### config.mk
export PLATFORM = sky130hd
export DESIGN_NAME = dmaConfigRegs
export DESIGN_NICKNAME = d
export VERILOG_FILES = /design/src/videoDmaPkg.sv /design/src/dmaConfigRegs.sv
export SDC_FILE = /design/constraint.sdc
export NUM_CORES = 1
export LEC_CHECK = 0
export ABC_AREA = 1
export BUFFER_PORTS_ARGS = -buffer_cell sky130_fd_sc_hd__buf_2
export CAP_MARGIN = 20
export CORE_ASPECT_RATIO = 0.9
export CORE_MARGIN = 2
export CORE_UTILIZATION = 30
export DETAILED_ROUTE_END_ITERATION = 7
export MAX_ROUTING_LAYER = met4
export REMOVE_ABC_BUFFERS = 1
export SYNTH_ARGS = -nofsm -noshare
export SYNTH_HDL_FRONTEND = slang
export SYNTH_SLANG_ARGS = --single-unit
### constraint.sdc
create_clock -name iClk -period 1.93 [get_ports iClk]
set_input_delay 0.193 -clock iClk [delete_from_list [all_inputs] [get_ports iClk]]
set_output_delay 0.193 -clock iClk [all_outputs]
set_load 0.02 [all_outputs]
### src/videoDmaPkg.sv
// Video DMA shared package with data widths, sizes, bus structs and register map
`default_nettype none

package videoDmaPkg;

	// ------------------------------------------------------------------------
	// Vector types
	// ------------------------------------------------------------------------
	typedef logic [15:0] pixel_t;       // One pixel word
	typedef logic [18:0] memAddr_t;     // Memory word address
	typedef logic [18:0] frameLen_t;    // Frame length in words
	typedef logic [3:0]  credit_t;      // Sink credit count
	typedef logic [2:0]  regAddr_t;     // Register index
	typedef logic [31:0] regData_t;     // Register word

	// ------------------------------------------------------------------------
	// Sizes
	// ------------------------------------------------------------------------
	localparam int fifoDepth     = 16;
	localparam int fifoPtrW      = $clog2(fifoDepth);
	localparam int creditMax     = 8;     // Credits held after reset
	localparam int memWords      = 1024;  // RAM model size
	localparam int memIdxW       = $clog2(memWords);
	localparam int refreshPeriod = 64;    // Refresh repeats every 64 cycles
	localparam int refreshCycles = 4;     // Ready low at start of period
	localparam int refreshW      = $clog2(refreshPeriod);

	// Register map
	localparam regAddr_t regCtrl     = 3'd0;  // Bit 0 enable
	localparam regAddr_t regBase0    = 3'd1;
	localparam regAddr_t regBase1    = 3'd2;
	localparam regAddr_t regFrameLen = 3'd3;
	localparam regAddr_t regStatus   = 3'd4;  // Read only

	// ------------------------------------------------------------------------
	// Bundles
	// ------------------------------------------------------------------------
	typedef struct packed {
		logic     valid;
		logic     cmd;     // High read, low write
		memAddr_t addr;
		pixel_t   wdata;
	} ufiReq_t;

	typedef struct packed {
		logic   rvalid;
		pixel_t rdata;
	} ufiResp_t;

	typedef struct packed {
		logic   valid;
		pixel_t data;
	} pixelBeat_t;

	typedef struct packed {
		logic      enable;
		memAddr_t  base0;
		memAddr_t  base1;
		frameLen_t frameLen;
	} dmaCfg_t;

	typedef struct packed {
		logic       writeSel;    // Buffer being filled
		logic       readSel;     // Buffer being scanned out
		logic [7:0] frameCount;  // Completed frames
	} dmaStatus_t;

	// Engine arbitration, last grant given
	typedef enum logic [1:0] {
		grantNone,
		grantWrite,
		grantRead
	} arbGrant_e;

endpackage

`default_nettype wire

### src/dmaConfigRegs.sv
// DMA register block with enable, buffer bases, frame length and status read-back
`timescale 1ns/1ps
`default_nettype none

module dmaConfigRegs
	import videoDmaPkg::*;
(
	input  wire             iClk,
	input  wire             rstN,
	input  wire             regWe,     // Write strobe
	input  wire regAddr_t   regAddr,
	input  wire regData_t   regWdata,
	output regData_t        regRdata,  // Combinational read-back
	output dmaCfg_t         cfg,       // Live settings to engine
	input  wire dmaStatus_t status     // Engine state
);

	// ------------------------------------------------------------------------
	// Register writes
	// ------------------------------------------------------------------------
	always_ff @(posedge iClk or negedge rstN)
	begin
		if (!rstN)
		begin
			cfg <= '0;                 // Engine disabled
		end
		else if (regWe)
		begin
			case (regAddr)
				regCtrl:
				begin
					cfg.enable <= regWdata[0];
				end
				regBase0:
				begin
					cfg.base0 <= memAddr_t'(regWdata);
				end
				regBase1:
				begin
					cfg.base1 <= memAddr_t'(regWdata);
				end
				regFrameLen:
				begin
					cfg.frameLen <= frameLen_t'(regWdata);
				end
				default:
				begin
					cfg <= cfg;        // Status and unknown indices
				end
			endcase
		end
	end

	// ------------------------------------------------------------------------
	// Read-back mux
	// ------------------------------------------------------------------------
	always_comb
	begin
		case (regAddr)
			regCtrl:     regRdata = regData_t'(cfg.enable);
			regBase0:    regRdata = regData_t'(cfg.base0);
			regBase1:    regRdata = regData_t'(cfg.base1);
			regFrameLen: regRdata = regData_t'(cfg.frameLen);
			regStatus:
			begin
				// Frame count 15:8, read select 1, write select 0
				regRdata = {16'd0, status.frameCount, 6'd0,
					status.readSel, status.writeSel};
			end
			default:     regRdata = '0;  // Unmapped
		endcase
	end

endmodule

`default_nettype wire

==> results.ini <==
[outcome]
status = finished, final reports clean

[worst_setup_path]
path_cells = buf_2, nor2_4, nand2_2, clkinv_1, nand2_1, nand3_1, buf_2
r2r-end = cfg[47]$_DFFE_PN0P_
startpoint_type = input port
crit_top_cell = buf_2
rr_startpoint = cfg[47]$_DFFE_PN0P_
ff2ff_setup_slack_ns = 1.25
r2r_cells = 2
cp-end-kind = output pin
arrival_ns = 1.46
crit_required_ns = 1.74
path_class = input port to output pin
cp-startpoint = regAddr[2]
cp_slowest_stage_delay_ns = 0.33
slowest_stage = clkinv_1
crit_fanout = 12

[grt]
track_usage_pct = 17.8
grt_pass1_wl_um = 13500
grt_max_degree = 23
grt_pass1_vias = 2604
antenna_found_initial = 0
grt-ovfl-total = 0

[floorplanning]
dieWidth_um = 107
rows = 33
io_pins = 138
core_area_mm2 = 0.00917
dieArea_mm2 = 0.0103
die_h_um = 96.6
start_util_pct = 31.2

[sta]
rsz0062_at_grt = false
hold_viol = 0
finClkSkew_ns = 0
finalCriticalPeriod_ns = 1.65
tightest_slew_ns = 0.522
fin_setup_tns_ns = 0
fmax_mhz = 605
slew_viol_final = 0
max_slew_margin_pct = 65.1
finalSetupViolCount = 0
hold_ws_ns = 0.0775
fin_crit_sh_pct = 85.6

[synthesis]
synth_cells = 351
synth_common_cells = nand2_1 (118), dfrtp_1 (58), nand3_1 (39), o21ai_0 (36), inv_1 (21)
synth-edff-count = 0
yosysSeqAreaShare_pct = 50.8
synth-compound-area-share_pct = 11.5
netlist_area_mm2 = 0.00286
synth_seq_cells = 58
synthAdderAreaFrac_pct = 0
synth_top_area_cell = dfrtp_1
synth_top_family_by_area = simple AND/OR/NAND/NOR gates
yosysTopAreaCellShare_pct = 50.8
synthFlopType = dfrtp_1
syn_avg_cell_area_um2 = 8.14
synth_xor_area_share_pct = 0
ys_types = 21
synth.area.mux_share_pct = 0
synth_most_common_cell = nand2_1
synth_simple_gate_area_share_pct = 27.2
synthTopCellsByArea = dfrtp_1 (51%), nand2_1 (16%), nand3_1 (6.8%)
async_flop_share_pct = 100
synthesis.yosys.warnings = 0

[finish]
drive_above_1_share_pct = 33.2
regArea_mm2 = 0.00145
diodes = 0
reg_top3 = cfg x58
largest_reg_flops = 58
area_delta_synth_final_pct = 29.2
multi_input_area_mm2 = 0.00115
fin_nets = 516
largest_register = cfg
fill_cells = 977

[placed_design]
hpwl_um = 6240
routabilityCongestion = 0.827
io_buffers = 111

[cts]
clk_latency_ns = 0.33
cts-htree-levels = 3
clk_path_buf_depth = 2
clkSinkCount = 58
cts_resized = 0
clk_pin_slew_worst_paths_ns = 0.06
cts_tree = yes
cts_made_buffers = 9
cts_root_buf = clkbuf_8

[min_path]
holdCritPathClass = input port to register
min-delay-start = regWdata[9]
hold-path-endpoint = cfg[9]$_DFFE_PN0P_
hold_depth = 3

[power]
powerDensity_mw_per_mm2 = 996
cellLeakagePower_nw = 2.03
vdd_drop_max_mv = 0.498
total_power_mw = 3.67

[run]
cap_violations = 0

[route]
drc = 0
drt_iter0_drc = 118
num_vias = 2758
viasPerCell = 4.64
antenna_left = 0
post_drt_wl_per_cell_um = 14.6
firstDrtPassIters = 4
wirelength_um = 8670

==> how the worst max path moves through the flow <==
stage,endpoint,slack [ns],cells past startpoint
5_1_grt,regRdata[2],0.12,8
4_1_cts,regRdata[17],0.28,8
3_3_place_gp,regRdata[7],0.26,8
2_1_floorplan,cfg[19]$_DFFE_PN0P_,0.006,3
3_5_place_dp,regRdata[4],0.29,8
6_report,regRdata[17],0.28,7
==> metal layers <==
layer	global-route usage (%)	share of wire (%)	vias up
li1	-	-	1358
met1	23.6	47	1281
met3	4.63	6.9	8
met5	-	0	-
met2	27.7	45	111
met4	4.11	0.77	0
==> critical path: cells and delay by family <==
kind                   cells  cell delay, ns
and+or+nand+nor            4            0.46
buffers and inverters      3            0.79
==> through the flow <==
| stage | std cells | worst slack (ns) | instance area, µm² | utilization (%) |
|---|---|---|---|---|
| 2_1_floorplan | 330 | 0.00601 | 2700 | - |
| 3_3_place_gp | 578 | 0.264 | 3520 | 38.4 |
| 3_5_place_dp | 578 | 0.286 | 3520 | 38.4 |
| 4_1_cts | 595 | 0.284 | 3690 | 40.3 |
| 5_1_grt | 595 | 0.116 | 3690 | 40.3 |
| 6_report | 595 | 0.277 | 3690 | 40.3 |
==> area by class of cell <==
class / instances / area share [%]
Clock buffer: 13 / 4.04
Clock inverter: 3 / 0.407
Inverter: 24 / 2.44
Multi-Input combinational cell: 248 / 31.3
Sequential cell: 58 / 39.3
Tap cell: 122 / 4.14
Timing Repair Buffer: 127 / 18.4
==> power breakdown <==
part	internal (mW)	switching (mW)	total [mW]	leakage [nW]
Sequential	1.45	0.187	1.63	0.730
Combinational	0.356	0.730	1.09	1.21
Clock	0.496	0.461	0.956	0.0872
==> logic make-up (layout without fill, tap and decap cells) <==
kind of cell,Yosys count,in the layout
compound gates,58,58
buf+inv,57,167
flops,58,58
other cells,1,13
simple gates,177,177
==> layout by cell type (no fill, tap or decap) <==
cell type and n:
nor3_4 1, clkinv_2 3, clkinv_1 1, clkbuf_8 10
nor2_2 1, nor2_1 2, nand3_1 39, o21ai_1 12
dlygate4sd3_1 1, buf_4 15, nor3_1 1, nand2_1 118
dfrtp_1 58, nand2_2 2, inv_1 21, o21ai_2 10
buf_2 111, conb_1 13, nor2_4 2, o21ai_0 36
inv_2 2, nand4_1 11, clkbuf_1 3
==> repair_timing <==
action                    4_1_cts  5_1_grt
hold endpoints to repair       16        0
buffers inserted                0        0
hold buffers                    1        0
Power figures use the tool's default switching activity.
