### config.mk
export PLATFORM = sky130hd
export DESIGN_NAME = videoDmaEngine
export DESIGN_NICKNAME = d
export VERILOG_FILES = /design/src/videoDmaPkg.sv /design/src/videoDmaEngine.sv
export SDC_FILE = /design/constraint.sdc
export NUM_CORES = 1
export LEC_CHECK = 0
export ABC_AREA = 1
export BUFFER_PORTS_ARGS = -buffer_cell sky130_fd_sc_hd__clkbuf_2
export CAP_MARGIN = 20
export CORE_ASPECT_RATIO = 1.25
export CORE_UTILIZATION = 40
export CTS_BUF_LIST = sky130_fd_sc_hd__clkbuf_16
export DETAILED_ROUTE_END_ITERATION = 8
export GPL_ROUTABILITY_DRIVEN = 0
export PLACE_DENSITY = 0.64
export SLEW_MARGIN = 20
export SYNTH_ARGS = -nofsm -noshare
export SYNTH_HDL_FRONTEND = slang
export SYNTH_SLANG_ARGS = --single-unit
### constraint.sdc
create_clock -name iClk -period 7.04 [get_ports iClk]
set_input_delay 1.408 -clock iClk [delete_from_list [all_inputs] [get_ports iClk]]
set_output_delay 1.408 -clock iClk [all_outputs]
set_load 0.01 [all_outputs]
### src/videoDmaPkg.sv
// Video DMA shared package with data widths, sizes, bus structs and register map
`default_nettype none

package videoDmaPkg;

	// ------------------------------------------------------------------------
	// Vector types
	// ------------------------------------------------------------------------
	typedef logic [15:0] pixel_t;       // One pixel word
	typedef logic [18:0] memAddr_t;     // Memory word address
	typedef logic [18:0] frameLen_t;    // Frame length in words
	typedef logic [3:0]  credit_t;      // Sink credit count
	typedef logic [2:0]  regAddr_t;     // Register index
	typedef logic [31:0] regData_t;     // Register word

	// ------------------------------------------------------------------------
	// Sizes
	// ------------------------------------------------------------------------
	localparam int fifoDepth     = 16;
	localparam int fifoPtrW      = $clog2(fifoDepth);
	localparam int creditMax     = 8;     // Credits held after reset
	localparam int memWords      = 1024;  // RAM model size
	localparam int memIdxW       = $clog2(memWords);
	localparam int refreshPeriod = 64;    // Refresh repeats every 64 cycles
	localparam int refreshCycles = 4;     // Ready low at start of period
	localparam int refreshW      = $clog2(refreshPeriod);

	// Register map
	localparam regAddr_t regCtrl     = 3'd0;  // Bit 0 enable
	localparam regAddr_t regBase0    = 3'd1;
	localparam regAddr_t regBase1    = 3'd2;
	localparam regAddr_t regFrameLen = 3'd3;
	localparam regAddr_t regStatus   = 3'd4;  // Read only

	// ------------------------------------------------------------------------
	// Bundles
	// ------------------------------------------------------------------------
	typedef struct packed {
		logic     valid;
		logic     cmd;     // High read, low write
		memAddr_t addr;
		pixel_t   wdata;
	} ufiReq_t;

	typedef struct packed {
		logic   rvalid;
		pixel_t rdata;
	} ufiResp_t;

	typedef struct packed {
		logic   valid;
		pixel_t data;
	} pixelBeat_t;

	typedef struct packed {
		logic      enable;
		memAddr_t  base0;
		memAddr_t  base1;
		frameLen_t frameLen;
	} dmaCfg_t;

	typedef struct packed {
		logic       writeSel;    // Buffer being filled
		logic       readSel;     // Buffer being scanned out
		logic [7:0] frameCount;  // Completed frames
	} dmaStatus_t;

	// Engine arbitration, last grant given
	typedef enum logic [1:0] {
		grantNone,
		grantWrite,
		grantRead
	} arbGrant_e;

endpackage

`default_nettype wire

### src/videoDmaEngine.sv
// Frame-buffer DMA engine, arbitrates pixel writes and credit-gated reads onto UFI
`timescale 1ns/1ps
`default_nettype none

module videoDmaEngine
	import videoDmaPkg::*;
(
	input  wire            iClk,
	input  wire            rstN,
	input  wire dmaCfg_t   cfg,           // From register block
	output dmaStatus_t     status,        // Buffer selects and frame count
	input  wire pixel_t    fifoData,      // Show-ahead head word
	input  wire            fifoEmpty,
	output logic           fifoPop,       // High in the cycle a write is granted
	output ufiReq_t        ufiReq,        // UFI master request
	input  wire            ufiReady,      // Low during refresh
	input  wire ufiResp_t  ufiResp,
	output pixelBeat_t     pixOut,        // Toward display sink
	input  wire            creditReturn   // One credit per pulse
);

	credit_t   credits;     // Reads the sink can still absorb
	arbGrant_e arbGrant;    // Last grant given
	arbGrant_e grant;       // Grant for this cycle
	frameLen_t wrCnt;       // Word index in write frame
	frameLen_t rdCnt;       // Word index in read frame
	frameLen_t wrNext;
	frameLen_t rdNext;
	memAddr_t  wrBase;
	memAddr_t  rdBase;
	logic      reqFree;     // Request slot free this cycle
	logic      wrPend;
	logic      rdPend;
	logic      rdSel;       // Buffer for the read being issued
	logic      refund;      // Read data dropped while disabled

	// ------------------------------------------------------------------------
	// Request conditions
	// ------------------------------------------------------------------------
	assign reqFree = !ufiReq.valid || ufiReady;  // Empty or leaving this edge
	assign wrPend  = cfg.enable && !fifoEmpty;
	assign rdPend  = cfg.enable && (credits != '0) && (status.frameCount != '0);

	assign wrNext = wrCnt + 1'b1;
	assign rdNext = rdCnt + 1'b1;

	// Frame start picks the buffer not being written
	assign rdSel  = (rdCnt == '0) ? !status.writeSel : status.readSel;
	assign wrBase = status.writeSel ? cfg.base1 : cfg.base0;
	assign rdBase = rdSel ? cfg.base1 : cfg.base0;

	// Data of reads in flight at disable never reaches the sink, so its
	// credit comes straight back
	assign refund = ufiResp.rvalid && !cfg.enable;

	// Alternate when both sides want the port, writes never starve
	always_comb
	begin
		grant = grantNone;
		if (reqFree)
		begin
			if (wrPend && rdPend)
				grant = (arbGrant == grantWrite) ? grantRead : grantWrite;
			else if (wrPend)
				grant = grantWrite;
			else if (rdPend)
				grant = grantRead;
		end
	end

	assign fifoPop = (grant == grantWrite);  // Head word latched below

	// ------------------------------------------------------------------------
	// UFI request register, held while ready is low
	// ------------------------------------------------------------------------
	always_ff @(posedge iClk or negedge rstN)
	begin
		if (!rstN)
		begin
			ufiReq <= '0;
		end
		else if (reqFree)
		begin
			ufiReq.valid <= (grant != grantNone);
			ufiReq.cmd   <= (grant == grantRead);
			ufiReq.addr  <= (grant == grantRead) ? rdBase + rdCnt : wrBase + wrCnt;
			ufiReq.wdata <= fifoData;            // Don't care on reads
		end
	end

	// ------------------------------------------------------------------------
	// Frame sequencing and status
	// ------------------------------------------------------------------------
	always_ff @(posedge iClk or negedge rstN)
	begin
		if (!rstN)
		begin
			wrCnt  <= '0;
			rdCnt  <= '0;
			status <= '0;
		end
		else if (!cfg.enable)
		begin
			wrCnt  <= '0;                        // Back to buffer 0, no frames
			rdCnt  <= '0;
			status <= '0;
		end
		else if (grant == grantWrite)
		begin
			if (wrNext == cfg.frameLen)
			begin
				wrCnt             <= '0;         // Frame done, swap buffers
				status.writeSel   <= !status.writeSel;
				status.frameCount <= status.frameCount + 8'd1;
			end
			else
			begin
				wrCnt <= wrNext;
			end
		end
		else if (grant == grantRead)
		begin
			status.readSel <= rdSel;             // Latched at frame start
			if (rdNext == cfg.frameLen)
				rdCnt <= '0;
			else
				rdCnt <= rdNext;
		end
	end

	// ------------------------------------------------------------------------
	// Credits and arbitration history
	// ------------------------------------------------------------------------
	always_ff @(posedge iClk or negedge rstN)
	begin
		if (!rstN)
			credits <= credit_t'(creditMax);
		else
			credits <= credits - credit_t'(grant == grantRead)
				+ credit_t'(creditReturn) + credit_t'(refund);
	end

	always_ff @(posedge iClk or negedge rstN)
	begin
		if (!rstN)
			arbGrant <= grantNone;
		else if (!cfg.enable)
			arbGrant <= grantNone;
		else if (grant != grantNone)
			arbGrant <= grant;                   // Remember winner
	end

	// Output register, second cycle of read latency
	always_ff @(posedge iClk or negedge rstN)
	begin
		if (!rstN)
		begin
			pixOut <= '0;
		end
		else
		begin
			pixOut.valid <= ufiResp.rvalid && cfg.enable;
			pixOut.data  <= ufiResp.rdata;
		end
	end

endmodule

`default_nettype wire

==> flow_summary.ini <==
[yosys]
synth_top_flop_cell = dfrtp_1
ys_async_sr_fraction_pct = 100
syn_area_um2 = 8560
syn_avg_cell_area_um2 = 6.68
synth_edf_count = 0
yosysSeqAreaShare_pct = 31.6
synth_seq_cells = 108
syn_inst = 1282
synth_cell_types = 50
synth-warning-count = 0
syn_nets = 1427

[setup_path]
crit_path_end_kind = output pin
crit_buf_inv = 4
r2r_slack_ns = 3.21
path_class = in2out
cp_cell_sequence = clkbuf_2 -> clkinv_1 -> nor3_1 -> o21ai_0 -> inv_1 -> clkbuf_2
cp_top_family = buffers and inverters
cp_slowest_cell = clkinv_1
cp_slowest_stage_delay_ns = 0.31
required_ns = 5.63
cp-start-kind = input port
r2r_start = rdCnt[0]$_DFFE_PN0P_
path_common_cell = clkbuf_2
cp-startpoint = cfg[57]
arrival_ns = 2.79
crit_fanout = 15

[timing]
setup_tns_ns = 0
period_share_pct = 59.6
slew_viol_final = 0
timing.slew.headroom_pct = 37.7
worstMarginPinSlew_ns = 0.935
skew_ns = 0.0152
fmax_ghz = 0.238
hold_slack_ns = 0.480
grt_setup_unrepaired = false
timing.final.crit_period_ns = 4.20
final-setup-viol-count = 0
fin_ws_ns = 2.84
hold_violations = 0

[route]
dr_wl_met2_mm = 12.6
via_count = 8816
finalWirelength_mm = 25.5
route.met3.wl_mm = 1.35
drt_drc_violations_left = 0
routed.top_layer = met4
viasPerCell = 5.16
drt-initial-drc-count = 664
wire_per_inst_um = 14.9
drtPass1Iterations = 5
met1Wirelength_mm = 10.7
final_antenna_net_count = 0

[place]
hpwl_mm = 20.1
io_buffer_count = 160
place_inst = 1692
place_ws_ns = 2.85
place_area_um2 = 9600

[power_and_ir_drop]
swShare_pct = 39.6
power_leakage_nw = 5.28
pwr-share-seq_pct = 37.5
p_clk_share_pct = 25.6
switching_power_w = 0.000807
peakVddDrop_mv = 0.113
p_per_area_nw_per_um2 = 206
p_int_w = 0.00123
comb_power_share_pct = 36.9

[grt]
grt_use_total_pct = 23.2
grt-ovfl-total = 0
antenna_found_initial = 0
grt_pass1_vias = 8111
grt_pass1_wl_mm = 40.0
grt_max_degree = 68

[clock_network]
clock_sinks = 108
cts_htree_levels = 3
ctsHoldBuffers = 0
numCtsBuffers = 9
cts_tree = done
clockBufferDepth = 2
clk_latency_ns = 0.37
ctsRootBufferMaster = clkbuf_16
post_cts_resized = 0
clkTransAtPathRegs_ns = 0.07
postCtsSetupBuffers = 0

[cells_and_area]
fill_cells = 2186
final_nets = 1574
area_growth_pct = 15.7
fin_area_um2 = 9910
drive_above_1_share_pct = 16.0
num_antenna_cells = 0
layout_common_cells = 449 x nand2_1, 159 x clkbuf_2, 139 x inv_1, 111 x nor2_1, 107 x dfrtp_1
final-instance-count-excl-fill = 1708
mostFrequentLayoutCell = nand2_1

[hold_path]
hp-class = reg2reg
hp-start = ufiReq[28]$_DFFE_PN0N_

[floorplanning]
die_w_um = 133
die_y_um = 166
io_pins = 161
rows = 59
dieArea_um2 = 22000
start_util_pct = 41.0
coreArea_um2 = 20900

[status]
status = finished, final reports clean

[job]
cap_violations = 0
final timing paths:
check | end | cells past startpoint
setup / recovery | fifoPop | 6
hold / removal | ufiReq[28]$_DFFE_PN0N_ | 2
setup reg to reg | ufiReq[29]$_DFFE_PN0N_ | 19
hold reg to reg | ufiReq[28]$_DFFE_PN0N_ | 2
max in group asynchronous | rdCnt[3]$_DFFE_PN0P_ | 2
min in group asynchronous | pixOut[15]$_DFF_PN0_ | 1
state kept, by name (all words and copies together) (netlist names):
name and flops:
credits 4, ufiReq 37, status 10, pixOut 17, wrCnt 19, arbGrant 2, rdCnt 19
metrics by stage:
stage / util, % / power, W
6_report: 47.4 / 0.00204
5_1_grt: 47.4 / 0.00219
4_1_cts: 47.4 / 0.00207
3_5_place_dp: 46.0 / 0.00153
3_3_place_gp: 46.0 / 0.00152
2_1_floorplan: - / 0.00126
kinds of logic after synthesis:
| group | share of synthesized area, % |
|---|---|
| compound gates | 10.3 |
| fa+ha+maj | 7.51 |
| simple gates | 38.5 |
| flops | 31.6 |
| buf+inv | 8.18 |
| xor+xnor | 3.93 |
power by group through the flow:
stage / clock network, W / logic, W / registers (W)
floorplan: 0 / 0.000457 / 0.000807
global placement: 0 / 0.000742 / 0.000777
detailed placement: 0 / 0.000752 / 0.000779
CTS: 0.000540 / 0.000759 / 0.000767
global route: 0.000559 / 0.000848 / 0.000781
finish: 0.000522 / 0.000753 / 0.000765
metal layers:
layer | global-route usage (%) | vias to the layer above
li1 | - | 4444
met1 | 28.5 | 4021
met2 | 42.1 | 305
met3 | 1.68 | 46
met4 | 9.77 | 0
met5 | 0 | -
worst min-delay path: cells and delay by family, from the launching register on:
kind / cells / cell delay [ns]
DFF: 1 / 0.34
and+or+nand+nor: 2 / 0.10
cells in the mapped netlist, drive strengths merged (5+ instances only):
| cell type | n | area share [%] |
|---|---|---|
| nand2 | 463 | 21 |
| inv | 142 | 6.2 |
| nor2 | 126 | 6.5 |
| nand3 | 110 | 7.0 |
| dfrtp | 107 | 31 |
| o21ai | 81 | 4.7 |
| ha | 45 | 6.6 |
| a21oi | 44 | 2.6 |
| nand4 | 23 | 1.7 |
| clkbuf | 21 | 0.92 |
| xor2 | 21 | 2.1 |
| nor3 | 18 | 1.2 |
| o22ai | 16 | 1.2 |
| buf | 7 | 0.61 |
| xnor2 | 7 | 0.72 |
| nand3b | 5 | 0.44 |
area by class of cell:
type                            instances  area (um2)  area share (%)
Clock inverter                          7        77.6           0.783
Inverter                              145         544            5.49
Tap cell                              274         343            3.46
Timing Repair Buffer                  166         848            8.56
Sequential cell                       108        2700            27.3
Multi-Input combinational cell        999        5160            52.1
Clock buffer                            9         225            2.27
Note: power is estimated with default switching activity, not from simulation.
