### config.mk
export PLATFORM = sky130hd
export DESIGN_NAME = pixelWriteFifo
export DESIGN_NICKNAME = d
export VERILOG_FILES = /design/src/videoDmaPkg.sv /design/src/pixelWriteFifo.sv
export SDC_FILE = /design/constraint.sdc
export NUM_CORES = 1
export LEC_CHECK = 0
export ABC_AREA = 1
export BUFFER_PORTS_ARGS = -buffer_cell sky130_fd_sc_hd__buf_2
export CAP_MARGIN = 20
export CORE_ASPECT_RATIO = 1.25
export CORE_UTILIZATION = 35
export CTS_CLUSTER_SIZE = 12
export DETAILED_ROUTE_END_ITERATION = 12
export SLEW_MARGIN = 20
export SYNTH_ARGS = -nofsm -noshare
export SYNTH_HDL_FRONTEND = slang
export SYNTH_SLANG_ARGS = --single-unit
### constraint.sdc
create_clock -name iClk -period 1.8 [get_ports iClk]
set_input_delay 0.09 -clock iClk [delete_from_list [all_inputs] [get_ports iClk]]
set_output_delay 0.09 -clock iClk [all_outputs]
set_load 0.01 [all_outputs]
### src/videoDmaPkg.sv
// Video DMA shared package with data widths, sizes, bus structs and register map
`default_nettype none

package videoDmaPkg;

	// ------------------------------------------------------------------------
	// Vector types
	// ------------------------------------------------------------------------
	typedef logic [15:0] pixel_t;       // One pixel word
	typedef logic [18:0] memAddr_t;     // Memory word address
	typedef logic [18:0] frameLen_t;    // Frame length in words
	typedef logic [3:0]  credit_t;      // Sink credit count
	typedef logic [2:0]  regAddr_t;     // Register index
	typedef logic [31:0] regData_t;     // Register word

	// ------------------------------------------------------------------------
	// Sizes
	// ------------------------------------------------------------------------
	localparam int fifoDepth     = 16;
	localparam int fifoPtrW      = $clog2(fifoDepth);
	localparam int creditMax     = 8;     // Credits held after reset
	localparam int memWords      = 1024;  // RAM model size
	localparam int memIdxW       = $clog2(memWords);
	localparam int refreshPeriod = 64;    // Refresh repeats every 64 cycles
	localparam int refreshCycles = 4;     // Ready low at start of period
	localparam int refreshW      = $clog2(refreshPeriod);

	// Register map
	localparam regAddr_t regCtrl     = 3'd0;  // Bit 0 enable
	localparam regAddr_t regBase0    = 3'd1;
	localparam regAddr_t regBase1    = 3'd2;
	localparam regAddr_t regFrameLen = 3'd3;
	localparam regAddr_t regStatus   = 3'd4;  // Read only

	// ------------------------------------------------------------------------
	// Bundles
	// ------------------------------------------------------------------------
	typedef struct packed {
		logic     valid;
		logic     cmd;     // High read, low write
		memAddr_t addr;
		pixel_t   wdata;
	} ufiReq_t;

	typedef struct packed {
		logic   rvalid;
		pixel_t rdata;
	} ufiResp_t;

	typedef struct packed {
		logic   valid;
		pixel_t data;
	} pixelBeat_t;

	typedef struct packed {
		logic      enable;
		memAddr_t  base0;
		memAddr_t  base1;
		frameLen_t frameLen;
	} dmaCfg_t;

	typedef struct packed {
		logic       writeSel;    // Buffer being filled
		logic       readSel;     // Buffer being scanned out
		logic [7:0] frameCount;  // Completed frames
	} dmaStatus_t;

	// Engine arbitration, last grant given
	typedef enum logic [1:0] {
		grantNone,
		grantWrite,
		grantRead
	} arbGrant_e;

endpackage

`default_nettype wire

### src/pixelWriteFifo.sv
// Pixel write FIFO, show-ahead, with full flag back to the producer
`timescale 1ns/1ps
`default_nettype none

module pixelWriteFifo
	import videoDmaPkg::*;
(
	input  wire             iClk,
	input  wire             rstN,
	input  wire pixelBeat_t pixIn,   // Producer beat
	input  wire             pop,     // Engine takes head word
	output logic            full,    // Producer must stall
	output logic            empty,
	output pixel_t          data     // Head word, valid while not empty
);

	pixel_t              mem [fifoDepth];  // Storage, no reset
	logic [fifoPtrW-1:0] wrPtr;
	logic [fifoPtrW-1:0] rdPtr;
	logic [fifoPtrW:0]   count;            // Occupancy, one bit wider than pointers
	logic                push;
	logic                popOk;

	// ------------------------------------------------------------------------
	// Flags and qualified strobes
	// ------------------------------------------------------------------------
	assign full  = (count == (fifoPtrW + 1)'(fifoDepth));
	assign empty = (count == '0);
	assign push  = pixIn.valid && !full;   // Beat offered while full is lost
	assign popOk = pop && !empty;          // Pop on empty ignored
	assign data  = mem[rdPtr];             // Show-ahead

	always_ff @(posedge iClk)
	begin
		if (push)
			mem[wrPtr] <= pixIn.data;
	end

	// Pointers wrap on their own, depth is a power of two
	always_ff @(posedge iClk or negedge rstN)
	begin
		if (!rstN)
		begin
			wrPtr <= '0;
			rdPtr <= '0;
			count <= '0;
		end
		else
		begin
			if (push)
				wrPtr <= wrPtr + 1'b1;
			if (popOk)
				rdPtr <= rdPtr + 1'b1;
			case ({push, popOk})
				2'b10:   count <= count + 1'b1;
				2'b01:   count <= count - 1'b1;
				default: count <= count;    // Idle or both
			endcase
		end
	end

endmodule

`default_nettype wire

==> impl_metrics.env, run 1 <==
export IMPL_maxSlewViolCount=0
export IMPL_via_count=8172
export IMPL_cts_root_buffer="clkbuf_16"
export IMPL_post_route_util_pct=46.5
export IMPL_core_area_um2=32600
export IMPL_die_h_um=205
export IMPL_drt_met1_wl_mm=12.8
export IMPL_routed_wl_met2_mm=16.8
export IMPL_die_width_um=165
export IMPL_yosysTopAreaCell="edfxtp_1"
export IMPL_ys_ff_latch=269
export IMPL_critPathMaxStageDelay_ns=0.50
export IMPL_clock_sinks=269
export IMPL_ys_seq_area_share_pct=69.2
export IMPL_avgSynthCellArea_um2=10.4
export IMPL_detail_route_wl_per_cell_um=18.9
export IMPL_placed_cells=1597
export IMPL_crit_path_start="rdPtr[0]"
export IMPL_met3WireLength_mm=1.50
export IMPL_instances_no_fill=1698
export IMPL_grt_pass1_vias=7827
export IMPL_top_layer="met4"
export IMPL_start_util_pct=35.5
export IMPL_yosysMostFrequentCell="nand2_1"
export IMPL_regToRegEndpoint="count[4]"
export IMPL_grt_max_degree=52
export IMPL_critical_path_max_fanout=7
export IMPL_synth_edf_count=256
export IMPL_area_growth_pct=30.9
export IMPL_crit_type="reg -> out"
export IMPL_violations="setup timing"
export IMPL_drt_initial_drc_count=586
export IMPL_post_synth_num_cell_types=22
export IMPL_tns_ns=-16.38
export IMPL_max_freq_mhz=447
export IMPL_cts_htree_levels=1
export IMPL_routed_wl_mm=32.1
export IMPL_status="finished with violations"
export IMPL_slowest_stage="dfrtp_4"
export IMPL_power_density_nw_per_um2=1590
export IMPL_end_kind="output port"
export IMPL_diodes=0
export IMPL_holdWs_ns=0.0150
export IMPL_place_hpwl_mm=18.5
export IMPL_setup_ws_ns=-0.435
export IMPL_finalCritPeriodShare_pct=124
export IMPL_synth_area_top_cells="edfxtp_1 (66%), nand2_1 (14%), nand3_1 (4.4%)"
export IMPL_tightest_slew_ns=0.690
export IMPL_grt_overflow=0
export IMPL_netlist_area_um2=11600
export IMPL_p_sw_mw=9.06
export IMPL_hold_path_class="in -> reg"
export IMPL_power_leakage_nw=6.26
export IMPL_max_slew_margin_rel_pct=53.8
export IMPL_grt_first_pass_wirelength_mm=44.9
export IMPL_vias_per_cell=4.81
export IMPL_drtAntennaViolNets=0
export IMPL_hold_start="pixIn[3]"
export IMPL_whs_endpoint="mem[7][3]"
export IMPL_ys_warn_count=0
export IMPL_finalSetupViolations=275
export IMPL_pwr_share_clk_pct=20.5
export IMPL_cts_inserted_buffers=27
export IMPL_period_minus_slack_ns=2.23
export IMPL_synth_top_area_share_pct=66.3
export IMPL_cap_violations=0
export IMPL_cp_required_ns=1.71
export IMPL_rsz0062_at_grt="yes"
export IMPL_ys_top_cells_by_count="nand2_1 (439), edfxtp_1 (256), inv_1 (116)"
export IMPL_syn_inst=1119
export IMPL_fp_row_count=74
export IMPL_peakVddDrop_mv=1.06
export IMPL_drc=0
export IMPL_combPwrFrac_pct=46.9
export IMPL_clkTransAtPathRegs_ns=0.06
export IMPL_synth_flop_cell="edfxtp_1"
export IMPL_start_kind="register"
export IMPL_synth_fp_nets=1149
export IMPL_timing_rr_start="count[1]"
export IMPL_arrival_ns=2.14
export IMPL_n_fill_cell=2947
export IMPL_power_frac_seq_pct=32.6
export IMPL_rrSetupSlack_ns=-0.12
export IMPL_io_buffers=37
export IMPL_reg2regPathDepth=14
export IMPL_cts_max_path_buffers=3
export IMPL_top_level_ports=38
export IMPL_p_int_mw=15.0
export IMPL_die_area_um2=33800
export IMPL_clock_latency_ns=0.53
export IMPL_drt_pass1_iterations=5
export IMPL_cts_tree="done"
export IMPL_async_flop_share_pct=4.83
export IMPL_grtUsageTotal_pct=17.8
export IMPL_fin_skew_ns=0.0191
export IMPL_cp_cell_sequence="buf_12, clkinv_16, buf_12, nand2_1, nand2_1, nand2_1, nand3_1, nand2_1, nand2_2, buf_2"
export IMPL_hold_violations=0
export IMPL_globalplace_congestion=0.835
export IMPL_drive_above_1_share_pct=23.3
export IMPL_p_total_mw=24.0
export IMPL_whs_path_depth=1
export IMPL_swShare_pct=37.7
export IMPL_cpMostUsedCell="nand2_1"
export IMPL_nets=1295
export IMPL_antenna_found_initial=1
## power by group through the flow
stage	logic, mW	clock network, mW	registers (mW)
global placement	8.20	0	7.91
detailed placement	8.29	0	7.92
finish	11.3	4.93	7.83
global route	12.2	5.23	7.89
CTS	8.98	5.01	7.83
floorplan	4.87	0	7.85
## layout by cell type, fill, tap and decap left out, drive strengths merged
cell type,instances
buf,128
bufbuf,1
clkbuf,56
clkinv,9
clkinvlp,1
dfrtp,13
dlygate4sd3,16
edfxtp,256
fa,1
ha,9
inv,116
nand2,440
nand3,101
nand4,3
nor2,116
o21ai,5
or2,1
xnor2,3
xor2,5
## logic make-up after synthesis
family | synth area share (%)
adder cells (fa/ha/maj) | 1.14
AND/OR/NAND/NOR | 22.7
XOR/XNOR | 0.605
flip-flops | 69.2
AO/OA/AOI/OAI | 0.216
buffers and inverters | 6.20
## state kept, by name (all words and copies together) (netlist names)
name,cells
mem,256
count,5
rdPtr,4
wrPtr,4
## how the worst max path moves through the flow
stage	end	depth (start not counted)
4_1_cts	data[12]	8
5_1_grt	data[7]	10
2_1_floorplan	mem[0][0]	6
3_3_place_gp	count[4]	14
3_5_place_dp	count[3]	11
6_report	data[7]	10
## final cells by class
cell class / count / area (µm²) / area share (%)
clock buffers: 39 / 721 / 4.75
clock inverters: 5 / 21.3 / 0.140
inverters: 119 / 482 / 3.18
multi-input cells: 684 / 3340 / 22.1
flip-flops and latches: 269 / 8020 / 52.9
well taps: 418 / 523 / 3.45
repair buffers: 162 / 2020 / 13.3
repair inverters: 2 / 32.5 / 0.215
## through the flow
step | area [µm²] | setup WS, ns
after floorplan | 11600 | -0.194
after global placement | 12900 | -0.213
after detailed placement | 12900 | -0.302
after CTS | 14000 | -0.420
after global routing | 15200 | -0.499
final | 15200 | -0.435
## critical path, delay by kind of cell, from the launching register on
family	cells	cell delay, ns
buffers and inverters	4	0.58
flip-flops	1	0.50
AND/OR/NAND/NOR	6	0.54
## routing by layer
layer | global-route usage [%] | up-vias
li1 | - | 3905
met1 | 22.6 | 3970
met2 | 31.4 | 234
met3 | 1.87 | 63
met4 | 5.96 | 0
met5 | 0 | -
## timing repair
item	CTS	global route
resized for setup	45	143
gates cloned	2	25
pin swaps	11	44
hold buffers	15	1
endpoints found under the setup margin	73	277
hold endpoints to repair	141	6
setup buffers	4	11
No activity file was read; power rests on OpenSTA's default activity.
==> run 2: changes to the inputs <==
BUFFER_PORTS_ARGS = -buffer_cell sky130_fd_sc_hd__clkbuf_2   (was -buffer_cell sky130_fd_sc_hd__buf_2)
==> impl_metrics.env, run 2 (synthesis results as in run 1) <==
export IMPL_slowest_stage="dfrtp_4"
export IMPL_crit_path_start="rdPtr[0]"
export IMPL_p_sw_mw=8.57
export IMPL_clock_sinks=269
export IMPL_via_count=7899
export IMPL_die_width_um=165
export IMPL_top_level_ports=38
export IMPL_globalplace_congestion=0.775
export IMPL_power_density_nw_per_um2=1600
export IMPL_io_buffers=37
export IMPL_rsz0062_at_grt="yes"
export IMPL_grt_first_pass_wirelength_mm=44.3
export IMPL_fin_skew_ns=0.00923
export IMPL_crit_family="flip-flops"
export IMPL_clkTransAtPathRegs_ns=0.06
export IMPL_setup_ws_ns=-0.421
export IMPL_drc=0
export IMPL_grt_pass1_vias=7681
export IMPL_area_growth_pct=24.1
export IMPL_maxSlewViolCount=0
export IMPL_hold_path_class="in -> reg"
export IMPL_start_kind="register"
export IMPL_arrival_ns=2.13
export IMPL_final_cell_mix="nand2_1 (406), edfxtp_1 (256), inv_1 (111), nand3_1 (89), nor2_1 (72)"
export IMPL_crit_type="reg -> out"
export IMPL_max_freq_mhz=450
export IMPL_drive_above_1_share_pct=20.3
export IMPL_cpMostUsedCell="nor2_1"
export IMPL_max_slew_margin_rel_pct=66.3
export IMPL_finalSetupViolations=19
export IMPL_nets=1250
export IMPL_power_frac_seq_pct=34.2
export IMPL_status="finished with violations"
export IMPL_timing_rr_start="count[1]"
export IMPL_grt_overflow=0
export IMPL_power_leakage_nw=5.93
export IMPL_period_minus_slack_ns=2.22
export IMPL_routed_wl_mm=30.0
export IMPL_start_util_pct=35.5
export IMPL_critPathMaxStageDelay_ns=0.58
export IMPL_detail_route_wl_per_cell_um=18.2
export IMPL_path_buf_inv=3
export IMPL_regToRegEndpoint="count[4]"
export IMPL_cap_violations=0
export IMPL_largest_register_ffs=256
export IMPL_diodes=0
export IMPL_cts_tree="done"
export IMPL_reg_top3="mem: 256 flops, count: 5 flops"
export IMPL_crit_end="data[9]"
export IMPL_tightest_slew_ns=0.506
export IMPL_peakVddDrop_mv=1.26
export IMPL_grt_max_degree=57
export IMPL_violations="setup timing"
export IMPL_core_area_um2=32600
export IMPL_reg2regPathDepth=14
export IMPL_cp_required_ns=1.71
export IMPL_cp_cell_sequence="buf_12, buf_16, nor2_1, nor2_1, nor2_1, nand2_1, nand2_2, clkbuf_2"
export IMPL_hold_violations=0
export IMPL_critical_path_max_fanout=18
export IMPL_fp_row_count=74
export IMPL_swShare_pct=37.3
export IMPL_hold_start="pixIn[8]"
export IMPL_antenna_found_initial=0
export IMPL_post_route_util_pct=44.1
export IMPL_clock_latency_ns=0.53
export IMPL_end_kind="output port"
export IMPL_grtUsageTotal_pct=17.7
export IMPL_tns_ns=-6.39
export IMPL_vias_per_cell=4.78
export IMPL_cp_num_cells=8
export IMPL_cts_max_path_buffers=3
export IMPL_placed_cells=1585
export IMPL_pwr_share_clk_pct=22.2
export IMPL_instances_no_fill=1652
export IMPL_rrSetupSlack_ns=-0.18
export IMPL_drtAntennaViolNets=0
export IMPL_combPwrFrac_pct=43.6
export IMPL_die_h_um=205
export IMPL_cts_inserted_buffers=27
export IMPL_place_hpwl_mm=17.6
export IMPL_top_register="mem"
export IMPL_cts_root_buffer="clkbuf_16"
export IMPL_die_area_um2=33800
export IMPL_holdWs_ns=0.0287
export IMPL_p_int_mw=14.4
export IMPL_cts_htree_levels=1
export IMPL_layout_commonest_cell="nand2_1"
export IMPL_finalCritPeriodShare_pct=123
export IMPL_drt_initial_drc_count=376
export IMPL_drt_pass1_iterations=4
-- run 2: cell count changes in the layout (fill, tap and decap cells not counted), sizes merged --
cell and change:
buf -50, bufbuf -1, bufinv +1, clkbuf +19
clkinv -5, clkinvlp -1, dlygate4sd3 -11, inv +2
-- run 2: layout make-up --
cell class / instances / area (µm²)
fill: 3030 / 18200
tap: 418 / 523
clock buffer: 39 / 731
multi-input combinational: 684 / 3180
sequential: 269 / 8020
clock inverter: 4 / 43.8
inverter: 119 / 467
timing repair buffer: 119 / 1410
-- run 2: worst min-delay path by stage --
stage / endpoint / slack [ns] / cells after the start
5_1_grt: mem[7][15] / 0.04 / 1
6_report: mem[10][8] / 0.03 / 1
3_3_place_gp: count[3] / 0.01 / 1
2_1_floorplan: count[0] / -0.21 / 0
3_5_place_dp: count[3] / 0.02 / 1
4_1_cts: mem[6][15] / 0.003 / 1
-- run 2: stage by stage --
stage          cell area (µm²)  setup slack (ns)  power [mW]
6_report                 14400            -0.421        23.0
5_1_grt                  14400            -0.482        24.3
4_1_cts                  14000            -0.422        22.0
3_5_place_dp             12800            -0.298        15.9
3_3_place_gp             12800            -0.241        15.8
2_1_floorplan            11600            -0.194        12.7
-- run 2: power by group through the flow --
stage	sequential (mW)	clock [mW]	combinational, mW
global placement	7.91	0	7.88
floorplan	7.85	0	4.87
detailed placement	7.94	0	7.97
CTS	7.84	5.22	8.97
finish	7.85	5.11	10.0
global route	7.90	5.46	10.9
-- run 2: timing repair --
| item | CTS | global route |
|---|---|---|
| endpoints found under the hold margin | 20 | 0 |
| pin swaps | 16 | 24 |
| cloned | 4 | 8 |
| buffers inserted | 4 | 4 |
| hold buffers | 5 | 0 |
| setup endpoints to repair | 140 | 142 |
| gates resized for setup | 69 | 61 |
-- run 2: per-layer routing --
| layer | global-route usage [%] | vias to the layer above | wire length [µm] |
|---|---|---|---|
| li1 | - | 3813 | - |
| met1 | 22.1 | 3848 | 12600 |
| met2 | 31.4 | 175 | 15200 |
| met3 | 1.67 | 63 | 1120 |
| met4 | 6.65 | 0 | 1010 |
| met5 | 0 | - | 0 |
==> run 3: changes to the inputs <==
ABC_AREA = not set   (was 1)
==> impl_metrics.env, run 3 <==
export IMPL_status="finished with violations"
export IMPL_violations="setup timing"
export IMPL_n_fill_cell=2437
export IMPL_setup_ws_ns=-0.668
export IMPL_peakVddDrop_mv=0.806
export IMPL_clock_sinks=269
export IMPL_io_buffers=37
export IMPL_crit_end="count[4]"
export IMPL_avgSynthCellArea_um2=19.6
export IMPL_cts_max_path_buffers=3
export IMPL_timing_rr_start="count[1]"
export IMPL_cap_violations=0
export IMPL_cts_htree_levels=1
export IMPL_vias_per_cell=5.14
export IMPL_drtAntennaViolNets=0
export IMPL_syn_inst=555
export IMPL_tightest_slew_ns=0.705
export IMPL_hold_violations=0
export IMPL_finalInstanceArea_um2=14700
export IMPL_grt_max_degree=20
export IMPL_arrival_ns=2.87
export IMPL_post_synth_num_cell_types=39
export IMPL_place_hpwl_mm=14.2
export IMPL_ys_seq_area_share_pct=73.5
export IMPL_placed_cells=1019
export IMPL_regToRegEndpoint="count[4]"
export IMPL_critPathMaxStageDelay_ns=0.41
export IMPL_synth_area_top_cells="edfxtp_1 (71%), mux4_2 (6.6%), mux2i_1 (6.0%)"
export IMPL_via_count=5955
export IMPL_synth_fp_nets=585
export IMPL_largest_register_ffs=256
export IMPL_drc=0
export IMPL_power_leakage_nw=5.16
export IMPL_cts_inserted_buffers=27
export IMPL_finalSetupViolations=248
export IMPL_rsz0062_at_grt="yes"
export IMPL_reg2regPathDepth=10
export IMPL_cp_cell_sequence="nor4_4, and2b_2, nor2b_4, ha_4, ha_1, nor2b_1, o21ai_1, a21oi_1, or3b_1, xnor2_1"
export IMPL_antenna_found_initial=0
export IMPL_top_level_ports=38
export IMPL_diodes=0
export IMPL_slowest_stage="dfrtp_1"
export IMPL_nets=773
export IMPL_routed_wl_mm=26.6
export IMPL_fin_skew_ns=0.00781
export IMPL_maxSlewViolCount=0
export IMPL_synth_edf_count=256
export IMPL_layout_commonest_cell="edfxtp_1"
export IMPL_die_width_um=160
export IMPL_finalCritPeriodShare_pct=137
export IMPL_async_flop_share_pct=4.83
export IMPL_ys_top_cells_by_count="edfxtp_1 (256), mux2i_1 (65), mux4_2 (32)"
export IMPL_path_buf_inv=0
export IMPL_drive_above_1_share_pct=44.5
export IMPL_grt_overflow=0
export IMPL_cts_tree="done"
export IMPL_core_area_um2=30400
export IMPL_max_slew_margin_rel_pct=52.9
export IMPL_ys_ff_latch=269
export IMPL_grtUsageTotal_pct=16.7
export IMPL_reg_top3="mem: 256 flops, count: 5 flops"
export IMPL_die_area_um2=31800
export IMPL_globalplace_congestion=0.754
export IMPL_crit_path_start="count[1]"
export IMPL_area_growth_pct=35.0
export IMPL_yosysTopAreaCell="edfxtp_1"
export IMPL_power_density_nw_per_um2=1630
export IMPL_start_kind="register"
export IMPL_cp_num_cells=10
export IMPL_clock_latency_ns=0.52
export IMPL_critical_path_max_fanout=3
export IMPL_max_freq_mhz=405
export IMPL_detail_route_wl_per_cell_um=23.0
export IMPL_clkTransAtPathRegs_ns=0.06
export IMPL_start_util_pct=35.9
export IMPL_rrSetupSlack_ns=-0.67
export IMPL_post_dp_cell_area_um2=12100
export IMPL_hold_path_class="in -> reg"
export IMPL_netlist_area_um2=10900
export IMPL_yosysMostFrequentCell="edfxtp_1"
export IMPL_drt_pass1_iterations=5
export IMPL_tns_ns=-35.48
export IMPL_final_cell_mix="edfxtp_1 (256), buf_4 (55), mux2i_1 (53), buf_6 (39), buf_12 (36)"
export IMPL_ys_warn_count=0
export IMPL_p_total_mw=24.0
export IMPL_grt_pass1_vias=6331
export IMPL_drt_initial_drc_count=397
export IMPL_cp_required_ns=2.20
export IMPL_die_h_um=199
export IMPL_end_kind="register"
export IMPL_grt_first_pass_wirelength_mm=39.3
export IMPL_cts_root_buffer="clkbuf_16"
export IMPL_instances_no_fill=1158
export IMPL_top_register="mem"
export IMPL_crit_type="reg -> reg"
export IMPL_synth_top_area_share_pct=70.6
export IMPL_synth_flop_cell="edfxtp_1"
export IMPL_fp_row_count=71
export IMPL_crit_family="simple AND/OR/NAND/NOR gates"
export IMPL_period_minus_slack_ns=2.47
## run 3: cell types whose count changed after synthesis, moves of 32 or more
cell	change
inv_1	-108
mux2i_1	+65
mux4_2	+32
nand2_1	-414
nand3_1	-99
nor2_1	-103
## run 3: cell families after synthesis
kind of cell               after synthesis  share of synthesized area (%)
and+or+nand+nor                         55                           2.42
muxes                                   98                           12.7
AOI/OAI and AO/OA                       71                           6.42
buffers and inverters                   42                           2.87
adders and majority gates               10                           1.22
xor gates and xnor gates                10                          0.804
DFF                                    269                           73.5
## run 3: how the worst min path moves through the flow
stage	from	to	slack, ns	cells after the start
after floorplan	rstN	count[0]	-0.21	0
after global placement	rstN	count[2]	0.02	1
after detailed placement	rstN	count[1]	0.04	1
after CTS	pixIn[0]	mem[15][0]	0.002	1
after global routing	pixIn[1]	mem[4][1]	0.01	1
final	pixIn[0]	mem[15][0]	0.006	1
## run 3: power breakdown
part	total, mW	internal, mW	switching, mW
Sequential	7.91	7.62	0.294
Clock	5.09	2.93	2.16
Combinational	11.0	5.74	5.29
Total	24.0	16.3	7.75
## run 3: layout make-up
type | count | area [µm²] | area share (%)
Inverter | 9 | 38.8 | 0.264
Timing Repair Buffer | 191 | 2310 | 15.7
Multi-Input combinational cell | 245 | 3070 | 20.9
Tap cell | 401 | 502 | 3.41
Clock buffer | 40 | 734 | 4.99
Sequential cell | 269 | 8020 | 54.5
Clock inverter | 3 | 43.8 | 0.298
## run 3: metrics by stage
stage	util [%]	hold WS [ns]	setup slack, ns
3_3_place_gp	39.8	0.0243	-0.699
3_5_place_dp	39.9	0.0361	-0.786
2_1_floorplan	-	-0.206	-0.693
4_1_cts	47.1	0.00173	-0.693
5_1_grt	48.4	0.0124	-0.783
6_report	48.4	0.00630	-0.668
## run 3: repair_timing
action / CTS / global route
hold buffers: 13 / 0
endpoints found under the hold margin: 178 / 0
pin swaps: 70 / 50
cloned: 15 / 2
resized for setup: 98 / 78
buffers inserted: 55 / 24
endpoints found under the setup margin: 277 / 279
## run 3: metal layers
layer	wire (µm)	vias to the layer above	GRT usage [%]
met5	0	-	0
met3	912	51	1.87
li1	-	2639	-
met2	14900	139	32.1
met1	10000	3126	19.0
met4	791	0	6.17
## run 3: worst register-to-register path, cell delays in order, from the launching register on
cell and delay (ns):
dfrtp_1 0.41, nor4_4 0.33, and2b_2 0.23, nor2b_4 0.06, ha_4 0.17, ha_1 0.29
nor2b_1 0.13, o21ai_1 0.15, a21oi_1 0.08, or3b_1 0.36, xnor2_1 0.13
